File: src/nocPkg.sv
package nocPkg;

  // fixed by the flit format.
  localparam int numPorts = 5;
  localparam int flitWidth = 32;
  localparam int idWidth = 3;
  localparam int lengthWidth = 12;
  localparam int destWidth = 4;
  localparam int reservedWidth = flitWidth - idWidth - lengthWidth - destWidth;
  localparam int payloadWidth = flitWidth - idWidth;

  // flit id codes.
  localparam logic [idWidth-1:0] headId = 3'b001;
  localparam logic [idWidth-1:0] bodyId = 3'b010;
  localparam logic [idWidth-1:0] tailId = 3'b011;

  // one-hot grant codes, also the arbiter states.
  localparam logic [numPorts:0] grantIdle = 6'b000001;
  localparam logic [numPorts:0] grantL    = 6'b000010;
  localparam logic [numPorts:0] grantN    = 6'b000100;
  localparam logic [numPorts:0] grantE    = 6'b001000;
  localparam logic [numPorts:0] grantW    = 6'b010000;
  localparam logic [numPorts:0] grantS    = 6'b100000;

  typedef struct packed
  {
    logic [idWidth-1:0]       flitId;
    logic [lengthWidth-1:0]   length;   // grant budget.
    logic [destWidth-1:0]     dest;
    logic [reservedWidth-1:0] reserved;
  } flitHead_t;

  typedef struct packed
  {
    logic [idWidth-1:0]      flitId;
    logic [payloadWidth-1:0] payload;
  } flitBody_t;

  // id sits in the same bits in both views.
  typedef union packed
  {
    flitHead_t head;
    flitBody_t body;
  } flitWord_t;

  typedef struct packed
  {
    logic      req;
    flitWord_t flit;
  } portReq_t;

endpackage

File: src/grantTimer.sv
`timescale 1ns/100ps

module grantTimer
(
  input  logic              clk,
  input  logic              rst,
  input  nocPkg::flitWord_t flit,
  input  logic              run,
  output logic              timesUp
);

  import nocPkg::*;

  logic [lengthWidth-1:0] limit;
  logic [lengthWidth-1:0] count;

  // budget follows any head on the port, granted or not.
  always_ff @(posedge clk)
  begin
    if (rst)
    begin
      limit <= '0;
    end
    else if (flit.head.flitId == headId)
    begin
      limit <= flit.head.length;
    end
  end

  // counts held-grant cycles.
  always_ff @(posedge clk)
  begin
    if (rst)
    begin
      count <= '0;
    end
    else if (run)
    begin
      count <= count + 1'b1;
    end
    else
    begin
      count <= '0;  // back to zero once released.
    end
  end

  assign timesUp = (count == limit);

endmodule

File: src/portArbiter.sv
`timescale 1ns/100ps

module portArbiter
(
  input  logic                                   clk,
  input  logic                                   rst,
  input  nocPkg::portReq_t [nocPkg::numPorts-1:0] portIn,
  output logic [nocPkg::numPorts:0]               grant
);

  import nocPkg::*;

  logic [numPorts:0]   state;
  logic [numPorts:0]   nextState;
  logic [numPorts-1:0] reqs;
  logic [numPorts-1:0] run;
  logic [numPorts-1:0] timesUp;

  // port order is L, N, E, W, S.
  genvar p;
  generate
    for (p = 0; p < numPorts; p++)
    begin : g_port
      assign reqs[p] = portIn[p].req;

      grantTimer i_timer
      (
        .clk     (clk),
        .rst     (rst),
        .flit    (portIn[p].flit),
        .run     (run[p]),
        .timesUp (timesUp[p])
      );
    end
  endgenerate

  always_ff @(posedge clk)
  begin
    if (rst)
    begin
      state <= grantIdle;
    end
    else
    begin
      state <= nextState;
    end
  end

  // owner is skipped when its grant ends, so a lone requester idles a cycle.
  always_comb
  begin
    run = '0;
    nextState = grantIdle;
    case (state)
      grantIdle:
      begin
        if (reqs[0])
          nextState = grantL;
        else if (reqs[1])
          nextState = grantN;
        else if (reqs[2])
          nextState = grantE;
        else if (reqs[3])
          nextState = grantW;
        else if (reqs[4])
          nextState = grantS;
      end
      grantL:
      begin
        if (reqs[0] && !timesUp[0])
        begin
          run[0] = 1'b1;
          nextState = grantL;
        end
        else if (reqs[1])
          nextState = grantN;
        else if (reqs[2])
          nextState = grantE;
        else if (reqs[3])
          nextState = grantW;
        else if (reqs[4])
          nextState = grantS;
      end
      grantN:
      begin
        if (reqs[1] && !timesUp[1])
        begin
          run[1] = 1'b1;
          nextState = grantN;
        end
        else if (reqs[2])
          nextState = grantE;
        else if (reqs[3])
          nextState = grantW;
        else if (reqs[4])
          nextState = grantS;
        else if (reqs[0])
          nextState = grantL;
      end
      grantE:
      begin
        if (reqs[2] && !timesUp[2])
        begin
          run[2] = 1'b1;
          nextState = grantE;
        end
        else if (reqs[3])
          nextState = grantW;
        else if (reqs[4])
          nextState = grantS;
        else if (reqs[0])
          nextState = grantL;
        else if (reqs[1])
          nextState = grantN;
      end
      grantW:
      begin
        if (reqs[3] && !timesUp[3])
        begin
          run[3] = 1'b1;
          nextState = grantW;
        end
        else if (reqs[4])
          nextState = grantS;
        else if (reqs[0])
          nextState = grantL;
        else if (reqs[1])
          nextState = grantN;
        else if (reqs[2])
          nextState = grantE;
      end
      grantS:
      begin
        if (reqs[4] && !timesUp[4])
        begin
          run[4] = 1'b1;
          nextState = grantS;
        end
        else if (reqs[0])
          nextState = grantL;
        else if (reqs[1])
          nextState = grantN;
        else if (reqs[2])
          nextState = grantE;
        else if (reqs[3])
          nextState = grantW;
      end
      default:
      begin
        nextState = grantIdle;  // illegal code recovers to idle.
      end
    endcase
  end

  assign grant = state;

endmodule

File: src/outputStage.sv
`timescale 1ns/100ps

module outputStage
(
  input  logic                                   clk,
  input  logic                                   rst,
  input  nocPkg::portReq_t [nocPkg::numPorts-1:0] portIn,
  input  logic [nocPkg::numPorts:0]               grant,
  output logic                                   outValid,
  output nocPkg::flitWord_t                      outFlit
);

  import nocPkg::*;

  logic                 selReq;
  logic [flitWidth-1:0] selFlit;

  // and-or mux on the port bits, idle bit selects nothing.
  always_comb
  begin
    selReq = 1'b0;
    selFlit = '0;
    for (int i = 0; i < numPorts; i++)
    begin
      selReq = selReq | (portIn[i].req & grant[i+1]);
      selFlit = selFlit | (portIn[i].flit & {flitWidth{grant[i+1]}});
    end
  end

  always_ff @(posedge clk)
  begin
    if (rst)
    begin
      outValid <= 1'b0;
      outFlit <= '0;
    end
    else
    begin
      outValid <= selReq;
      outFlit <= selFlit;  // one cycle behind portIn.
    end
  end

endmodule

File: src/routerOutputPort.sv
`timescale 1ns/100ps

module routerOutputPort
(
  input  logic                                   clk,
  input  logic                                   rst,
  input  nocPkg::portReq_t [nocPkg::numPorts-1:0] portIn,
  output logic [nocPkg::numPorts:0]               grant,
  output logic                                   outValid,
  output nocPkg::flitWord_t                      outFlit
);

  // grant is also exported, it names the input the link serves.
  portArbiter i_arbiter
  (
    .clk    (clk),
    .rst    (rst),
    .portIn (portIn),
    .grant  (grant)
  );

  outputStage i_outputStage
  (
    .clk      (clk),
    .rst      (rst),
    .portIn   (portIn),
    .grant    (grant),
    .outValid (outValid),
    .outFlit  (outFlit)
  );

endmodule

File: config.mk
export PLATFORM = sky130hd
export DESIGN_NAME = routerOutputPort
export DESIGN_NICKNAME = d
export VERILOG_FILES = /design/src/nocPkg.sv /design/src/grantTimer.sv /design/src/portArbiter.sv /design/src/outputStage.sv /design/src/routerOutputPort.sv
export SDC_FILE = /design/constraint.sdc
export NUM_CORES = 1
export LEC_CHECK = 0
export ABC_CLOCK_PERIOD_IN_PS = 2150
export BUFFER_PORTS_ARGS = -buffer_cell sky130_fd_sc_hd__buf_2
export CAP_MARGIN = 0
export CORE_ASPECT_RATIO = 0.8
export CORE_MARGIN = 4
export CORE_UTILIZATION = 30
export DETAILED_ROUTE_END_ITERATION = 8
export GPL_TIMING_DRIVEN = 0
export HOLD_SLACK_MARGIN = 0.1
export PLACE_DENSITY_LB_ADDON = 0.2
export SLEW_MARGIN = 5
export SYNTH_ARGS = -nofsm -noshare
export SYNTH_HDL_FRONTEND = slang
export SYNTH_HIERARCHICAL = 1
export SYNTH_SLANG_ARGS = --single-unit
File: constraint.sdc
create_clock -name clk -period 2.15 [get_ports clk]
set_input_delay 0.5375 -clock clk [delete_from_list [all_inputs] [get_ports clk]]
set_output_delay 0.5375 -clock clk [all_outputs]
set_load 0.01 [all_outputs]
==> run_results.csv, run 1 <==
group,metric,value,unit
status,status,"finished, final reports clean",
critical_path,reg2reg_to,"i_arbiter/grant[4]",
sta,grt_setup_unrepaired,"yes",
final_layout,syn_to_final_growth,27.4,%
pwr,p_seq_frac,0.431,
synthesis,syn_area,7620,um^2
sta,finalHoldViolCount,0,
placement,gp_congestion,0.845,
placement,placed_area,9050,um^2
grt,antenna_found_initial,2,
synthesis,async_reset_ff_frac,0,
final_layout,fin_area,9710,um^2
placement,dp_hpwl,20400,um
sta,max_freq,481,MHz
synthesis,yosysWarnings,6,
detailed_routing,via_per_inst,5.21,
sta,slew_violations,0,
synthesis,ys.flop_type,"dfxtp_1",
floorplan,initial_core_util,0.309,
synthesis,yosysSeqAreaShare,0.417,
critical_path,critPathSlowestCell,"buf_2",
clock_network,cts_hold_buffers,0,
detailed_routing,wl_per_cell,19.1,um
floorplan,die_h,151,um
hold_path,hold_depth,3,
clock_network,htreeDepth,4,
final_layout,final_layout_size_suffix_gt1_frac,0.296,
pwr,p_per_area,745,nW/um^2
synthesis,synth-compound-area-share,0.168,
floorplan,rows,51,
grt,grt_use_total,0.179,
floorplan,io_pins,206,
synthesis,synth.avg_cell_area,9.41,um^2
critical_path,cp_top_family,"buffers and inverters",
floorplan,core_region_area,24700,um^2
critical_path,r2r_cells,8,
critical_path,cp.depth,4,
clock_network,cts-buffers-inserted,17,
synthesis,synthMuxAreaShare,0.0853,
grt,overflow,0,
run,maxCapViolCount,0,
critical_path,worstSetupPathType,"in -> reg",
critical_path,cp_data_required_time,2.40,ns
clock_network,clockBufferDepth,2,
sta,setup_viol,0,
critical_path,crit_chain,"buf_2 > buf_1 > clkbuf_1 > a21oi_1",
synthesis,synth_top_family_by_area,"simple AND/OR/NAND/NOR gates",
pwr,swShare,0.265,
hold_path,min_from,"portIn[27]",
pwr,clkPwrFrac,0.416,
synthesis,synth_cell_types,54,
detailed_routing,first_iter_violations,719,
clock_network,cts_sinks,159,
sta,skew,0.0121,ns
hold_path,min_path_type,"in -> reg",
sta,tightest_slew,0.788,ns
critical_path,reg2reg_slack,0.09,ns
grt,grt_start_max_net_pins,33,
clock_network,clockRootBuffer,"clkbuf_16",
final_layout,final_cells,1364,
grt,grt_pass1_vias,6742,
critical_path,worst-path-buf-inv,3,
synthesis,syn_inst,810,
hold_path,whs_endpoint,"i_arbiter/g_port[0].i_timer/limit[10]",
detailed_routing,ant_nets,0,
synthesis,synth_xor_xnor_area_share,0.0873,
synthesis,synth_nets,982,
critical_path,slowest_delay,0.60,ns
sta,hold_slack,0.367,ns
clock_network,clk_pin_slew,0.07,ns
detailed_routing,drc_errors,0,
detailed_routing,drt-total-wl,26100,um
final_layout,nNetsFinal,1205,
synthesis,synth_adder_area_share,0.00820,
pwr,design_power_total,7230,uW
placement,io_buffers,205,
critical_path,critPathMaxFanout,32,
floorplan,fp.dieW,186,um
sta,slew_headroom,0.475,
pwr,comb_power_share,0.153,
sta,finalCritPeriodShare,0.967,
critical_path,cp-start-kind,"input pin",
detailed_routing,route.vias.total,7107,
pwr,peakVddDrop,0.000518,V
critical_path,r2r_start,"i_arbiter/g_port[4].i_timer/count[0]",
clock_network,cts_tree,"done",
grt,grt_pass1_wl,38300,um
synthesis,synth-edff-count,0,
pwr,internal_power,5310,uW
critical_path,end_kind,"register",
clock_network,clk_latency,0.43,ns
detailed_routing,first_pass_iters,7,
placement,place_inst,1333,
synthesis,synthSimpleGateAreaFrac,0.189,
floorplan,dieArea,28000,um^2
sta,fin_crit,2.08,ns
pwr,p_switching,1920,uW
sta,setup_tns,0,ns
critical_path,crit_arrival,2.33,ns
synthesis,synth_seq_cells,159,
pwr,p_leak,0.00357,uW
-- synth_stat cells (all sizes together) (2+ instances only) --
master	number	area share
o21ai	19	0.012
a21oi	61	0.040
o31ai	10	0.0098
dfxtp	159	0.42
nor4b	2	0.0039
xnor2	66	0.076
nor2	92	0.045
nand2	32	0.017
clkbuf	14	0.0069
buf	33	0.031
and3	2	0.0016
a222oi	33	0.043
nor3b	6	0.0098
ha	5	0.0082
and2	6	0.0051
nand4	28	0.027
or3	15	0.012
nor3	6	0.0039
nand3b	2	0.0020
or4	11	0.011
nand3	27	0.018
o32ai	2	0.0023
mux2i	65	0.085
nor2b	9	0.0074
inv	14	0.0069
xor2	10	0.011
o311ai	6	0.0069
a22oi	34	0.033
o41ai	6	0.0069
nand2b	15	0.012
nor4	8	0.011
-- flip-flops by register name (all words and copies together), names as in the netlist --
register                        flops
i_arbiter/grant                     6
i_arbiter/g_port.i_timer/count     60
i_outputStage/outFlit              32
i_arbiter/g_port.i_timer/limit     60
i_outputStage/outValid              1
-- worst max path at each step --
stage / from / endpoint / slack [ns]
after floorplan: i_arbiter/grant[2] / i_arbiter/g_port[1].i_timer/count[9] / 0.36
after global placement: rst / i_outputStage/outFlit[0] / -0.37
after detailed placement: rst / i_outputStage/outFlit[0] / -0.32
after CTS: i_arbiter/g_port[4].i_timer/count[2] / i_arbiter/grant[4] / 0.03
after global routing: i_arbiter/g_port[2].i_timer/count[2] / i_arbiter/grant[1] / -0.01
final: rst / i_outputStage/outFlit[21] / 0.07
-- routing by layer --
layer | GRT usage | part of all wire | routed length (um) | vias up
met5 | 0 | 0 | 0 | -
met1 | 0.250 | 0.47 | 12300 | 3393
met4 | 0.0612 | 0.023 | 612 | 0
met2 | 0.269 | 0.44 | 11400 | 228
li1 | - | - | - | 3458
met3 | 0.0471 | 0.067 | 1740 | 28
-- kinds of logic (layout without fill, tap and decap cells) --
kind of cell,after synthesis,after routing
simple gates,262,262
compound gates,182,182
flops,159,159
xor+xnor,76,76
mux,65,65
buf+inv,61,296
fa+ha+maj,5,5
other cells,0,1
-- metrics by stage --
step / utilization / setup slack, ns
2_1_floorplan: - / 0.357
3_3_place_gp: 0.366 / -0.372
5_1_grt: 0.393 / -0.0122
3_5_place_dp: 0.366 / -0.318
6_report: 0.393 / 0.0704
4_1_cts: 0.391 / 0.0325
-- cell type report --
cell class / count / area [um^2]
Sequential cell: 159 / 3190
Fill cell: 2500 / 15000
Antenna cell: 1 / 2.50
Multi-Input combinational cell: 590 / 4180
Clock buffer: 21 / 460
Clock inverter: 10 / 114
Timing Repair Buffer: 208 / 1050
Tap cell: 318 / 398
Inverter: 14 / 52.6
Buffer: 43 / 273
-- power groups by stage --
stage | Clock (uW) | Combinational [uW] | Sequential (uW)
2_1_floorplan | 0 | 543 | 3210
3_5_place_dp | 0 | 1060 | 3180
3_3_place_gp | 0 | 1060 | 3180
4_1_cts | 3070 | 1070 | 3120
6_report | 3010 | 1110 | 3120
5_1_grt | 3200 | 1200 | 3130
-- cells in the final DEF, fill, tap and decap left out, types with 6 or more instances in the layout --
| cell | synthesis | layout |
|---|---|---|
| buf_2 | 22 | 227 |
| dfxtp_1 | 159 | 156 |
| nor2_1 | 92 | 90 |
| xnor2_1 | 66 | 66 |
| mux2i_1 | 65 | 65 |
| a21oi_1 | 61 | 61 |
| a22oi_1 | 34 | 34 |
| a222oi_1 | 33 | 33 |
| nand2_1 | 27 | 27 |
| nand3_1 | 26 | 26 |
| nand4_1 | 23 | 23 |
| clkbuf_16 | 0 | 17 |
| o21ai_0 | 18 | 17 |
| nand2b_1 | 15 | 15 |
| or3_1 | 15 | 15 |
| inv_1 | 14 | 14 |
| clkbuf_1 | 14 | 11 |
| or4_1 | 11 | 11 |
| o31ai_1 | 10 | 10 |
| xor2_1 | 10 | 10 |
| buf_6 | 6 | 6 |
| nor4_1 | 6 | 6 |
| nor3b_2 | 6 | 6 |
-- repair_timing --
action,CTS,global route
gates resized for setup,8,15
pin swaps,0,3
endpoints found under the setup margin,32,46
setup buffers,0,3
-- worst register-to-register path, stage by stage (launching register included) --
cell and delay (ns):
dfxtp_1 0.41, xnor2_1 0.15, nand4_1 0.18, nor3_4 0.35
nand2b_1 0.24, nand3_1 0.15, o41ai_2 0.25, o21ai_1 0.09
a21boi_1 0.17
No activity file was read; power rests on OpenSTA's default activity.
==> inputs of run 2 (changes only) <==
--- a/config.mk
+++ b/config.mk
@@ -8,6 +8,8 @@
 export ABC_CLOCK_PERIOD_IN_PS = 2150
 export BUFFER_PORTS_ARGS = -buffer_cell sky130_fd_sc_hd__buf_2
 export CAP_MARGIN = 0
+export CELL_PAD_IN_SITES_DETAIL_PLACEMENT = 0
+export CELL_PAD_IN_SITES_GLOBAL_PLACEMENT = 1
 export CORE_ASPECT_RATIO = 0.8
 export CORE_MARGIN = 4
 export CORE_UTILIZATION = 30
==> run 2 against run 1 <==
Final area is essentially flat. Wire length grew 2.7%. Combinational power is essentially flat. Hold slack worse by 0.0054 ns. Core utilization is essentially flat. Sequential share of layout area hardly changed. Total power shrank 1.4%.
==> run_results.csv, run 2 (synthesis gave the netlist of run 1 again) <==
group,metric,value,unit
grt,grt_start_max_net_pins,33,
critical_path,cp_data_required_time,2.47,ns
final_layout,antennaDiodeCount,0,
clock_network,htreeDepth,4,
pwr,p_leak,0.00357,uW
final_layout,final_cells,1364,
detailed_routing,via_per_inst,5.16,
floorplan,fp.dieW,186,um
clock_network,clockRootBuffer,"clkbuf_16",
floorplan,rows,51,
clock_network,cts_hold_buffers,0,
floorplan,io_pins,206,
sta,finalHoldViolCount,0,
critical_path,critPathMaxFanout,6,
sta,slew_headroom,0.450,
critical_path,end_kind,"register",
placement,place_inst,1333,
detailed_routing,first_iter_violations,626,
floorplan,dieArea,28000,um^2
critical_path,worst-path-buf-inv,2,
detailed_routing,ant_nets,0,
clock_network,cts_sinks,159,
final_layout,nNetsFinal,1206,
floorplan,initial_core_util,0.309,
pwr,p_per_area,734,nW/um^2
pwr,clkPwrFrac,0.408,
hold_path,min_path_type,"in -> reg",
grt,overflow,0,
final_layout,fin_area,9720,um^2
clock_network,clk_latency,0.43,ns
status,status,"finished, final reports clean",
detailed_routing,wl_per_cell,19.6,um
final_layout,final_core_util,0.393,
sta,skew,0.0116,ns
sta,setup_viol,0,
final_layout,final_cell_mix,"buf_2 (227), dfxtp_1 (153), nor2_1 (90)",
final_layout,seq_area,3190,um^2
clock_network,cts-buffers-inserted,17,
final_layout,largest_registers,"i_arbiter/g_port.i_timer/count x60, i_arbiter/g_port.i_timer/limit x60, i_outputStage/outFlit x32",
placement,gp_congestion,0.792,
sta,grt_setup_unrepaired,"yes",
floorplan,core_region_area,24700,um^2
critical_path,critPathSlowestCell,"dfxtp_1",
critical_path,worstSetupPathType,"reg -> reg",
pwr,p_switching,2020,uW
pwr,internal_power,5120,uW
grt,grt_use_total,0.184,
grt,grt_pass1_vias,6575,
sta,slew_violations,0,
sta,tightest_slew,0.824,ns
critical_path,crit_chain,"buf_2 > xnor2_1 > nand4_1 > nor3_4 > buf_4 > nand2b_1 > nor2_2 > nor2b_4 > nand2_1 > o41ai_1",
pwr,p_seq_frac,0.437,
clock_network,cts_tree,"done",
detailed_routing,drt-total-wl,26800,um
placement,placed_area,9050,um^2
critical_path,slowest_delay,0.29,ns
critical_path,cp-start-kind,"register",
detailed_routing,first_pass_iters,6,
sta,max_freq,484,MHz
grt,antenna_found_initial,0,
critical_path,cp_top_family,"simple AND/OR/NAND/NOR gates",
final_layout,fill_cells,2536,
placement,io_buffers,205,
run,maxCapViolCount,0,
pwr,peakVddDrop,0.000460,V
placement,dp_hpwl,20900,um
sta,fin_crit,2.06,ns
final_layout,final_common_cell,"buf_2",
final_layout,multiInputGateArea,4190,um^2
clock_network,clockBufferDepth,2,
pwr,swShare,0.283,
pwr,comb_power_share,0.155,
floorplan,die_h,151,um
final_layout,syn_to_final_growth,27.4,%
detailed_routing,drc_errors,0,
grt,grt_pass1_wl,39000,um
final_layout,final_layout_size_suffix_gt1_frac,0.301,
sta,finalCritPeriodShare,0.960,
detailed_routing,route.vias.total,7035,
critical_path,crit_arrival,2.39,ns
clock_network,clk_pin_slew,0.07,ns
==> run 2: cell types whose count changed in the layout (fill, tap and decap cells not counted), moves of 2 or more <==
| cell | before | now |
|---|---|---|
| dfxtp_1 | 156 | 153 |
| clkinv_2 | 3 | 0 |
| bufinv_16 | 2 | 0 |
| inv_6 | 0 | 3 |
| dfxtp_2 | 3 | 6 |
| clkinv_4 | 1 | 3 |
| inv_8 | 0 | 2 |
==> run 2: layout make-up <==
class | instances | share of cell area
flip-flops and latches | 159 | 0.328
inverters | 14 | 0.00541
clock inverters | 12 | 0.0108
plain buffers | 44 | 0.0283
multi-input cells | 590 | 0.432
clock buffers | 19 | 0.0466
well taps | 318 | 0.0409
repair buffers | 208 | 0.108
==> run 2: power by group through the flow <==
stage | Sequential [uW] | Combinational [uW] | Clock, uW
after floorplan | 3210 | 543 | 0
after global placement | 3180 | 1060 | 0
after detailed placement | 3180 | 1060 | 0
after CTS | 3110 | 1070 | 3000
after global routing | 3130 | 1190 | 3120
final | 3110 | 1110 | 2910
==> run 2: timing repair <==
item	CTS	global route
setup buffers	0	3
pin swaps	0	3
resized for setup	7	20
endpoints found under the setup margin	30	45
==> run 2: per-layer routing <==
metal | wire length [um] | GRT usage
met3 | 1590 | 0.0413
met4 | 230 | 0.0368
met1 | 12900 | 0.267
met2 | 12100 | 0.282
met5 | 0 | 0
==> run 2: tightest hold or removal path, stage by stage <==
cell and delay (ns):
buf_2 0.09, mux2i_1 0.06, nor2_1 0.07
==> run 2: final timing paths <==
check	from	to	slack [ns]	depth (start not counted)
worst max-delay path	i_arbiter/g_port[2].i_timer/count[2]	i_arbiter/g_port[2].i_timer/count[9]	0.09	10
worst min-delay path	portIn[123]	i_arbiter/g_port[3].i_timer/limit[7]	0.36	3
worst max register to register	i_arbiter/g_port[2].i_timer/count[2]	i_arbiter/g_port[2].i_timer/count[9]	0.09	10
worst min register to register	i_arbiter/g_port[4].i_timer/count[11]	i_arbiter/g_port[4].i_timer/count[11]	0.49	2
==> run 2: stage by stage <==
step                      setup TNS, ns  hold slack (ns)  power [uW]  setup WS, ns
final                                 0            0.361        7130        0.0852
after global routing           -0.00323            0.363        7440      -0.00323
after CTS                             0            0.343        7180       0.00135
after detailed placement          -8.91            0.479        4240        -0.278
after global placement            -8.69            0.469        4240        -0.283
after floorplan                       0            0.453        3750         0.357
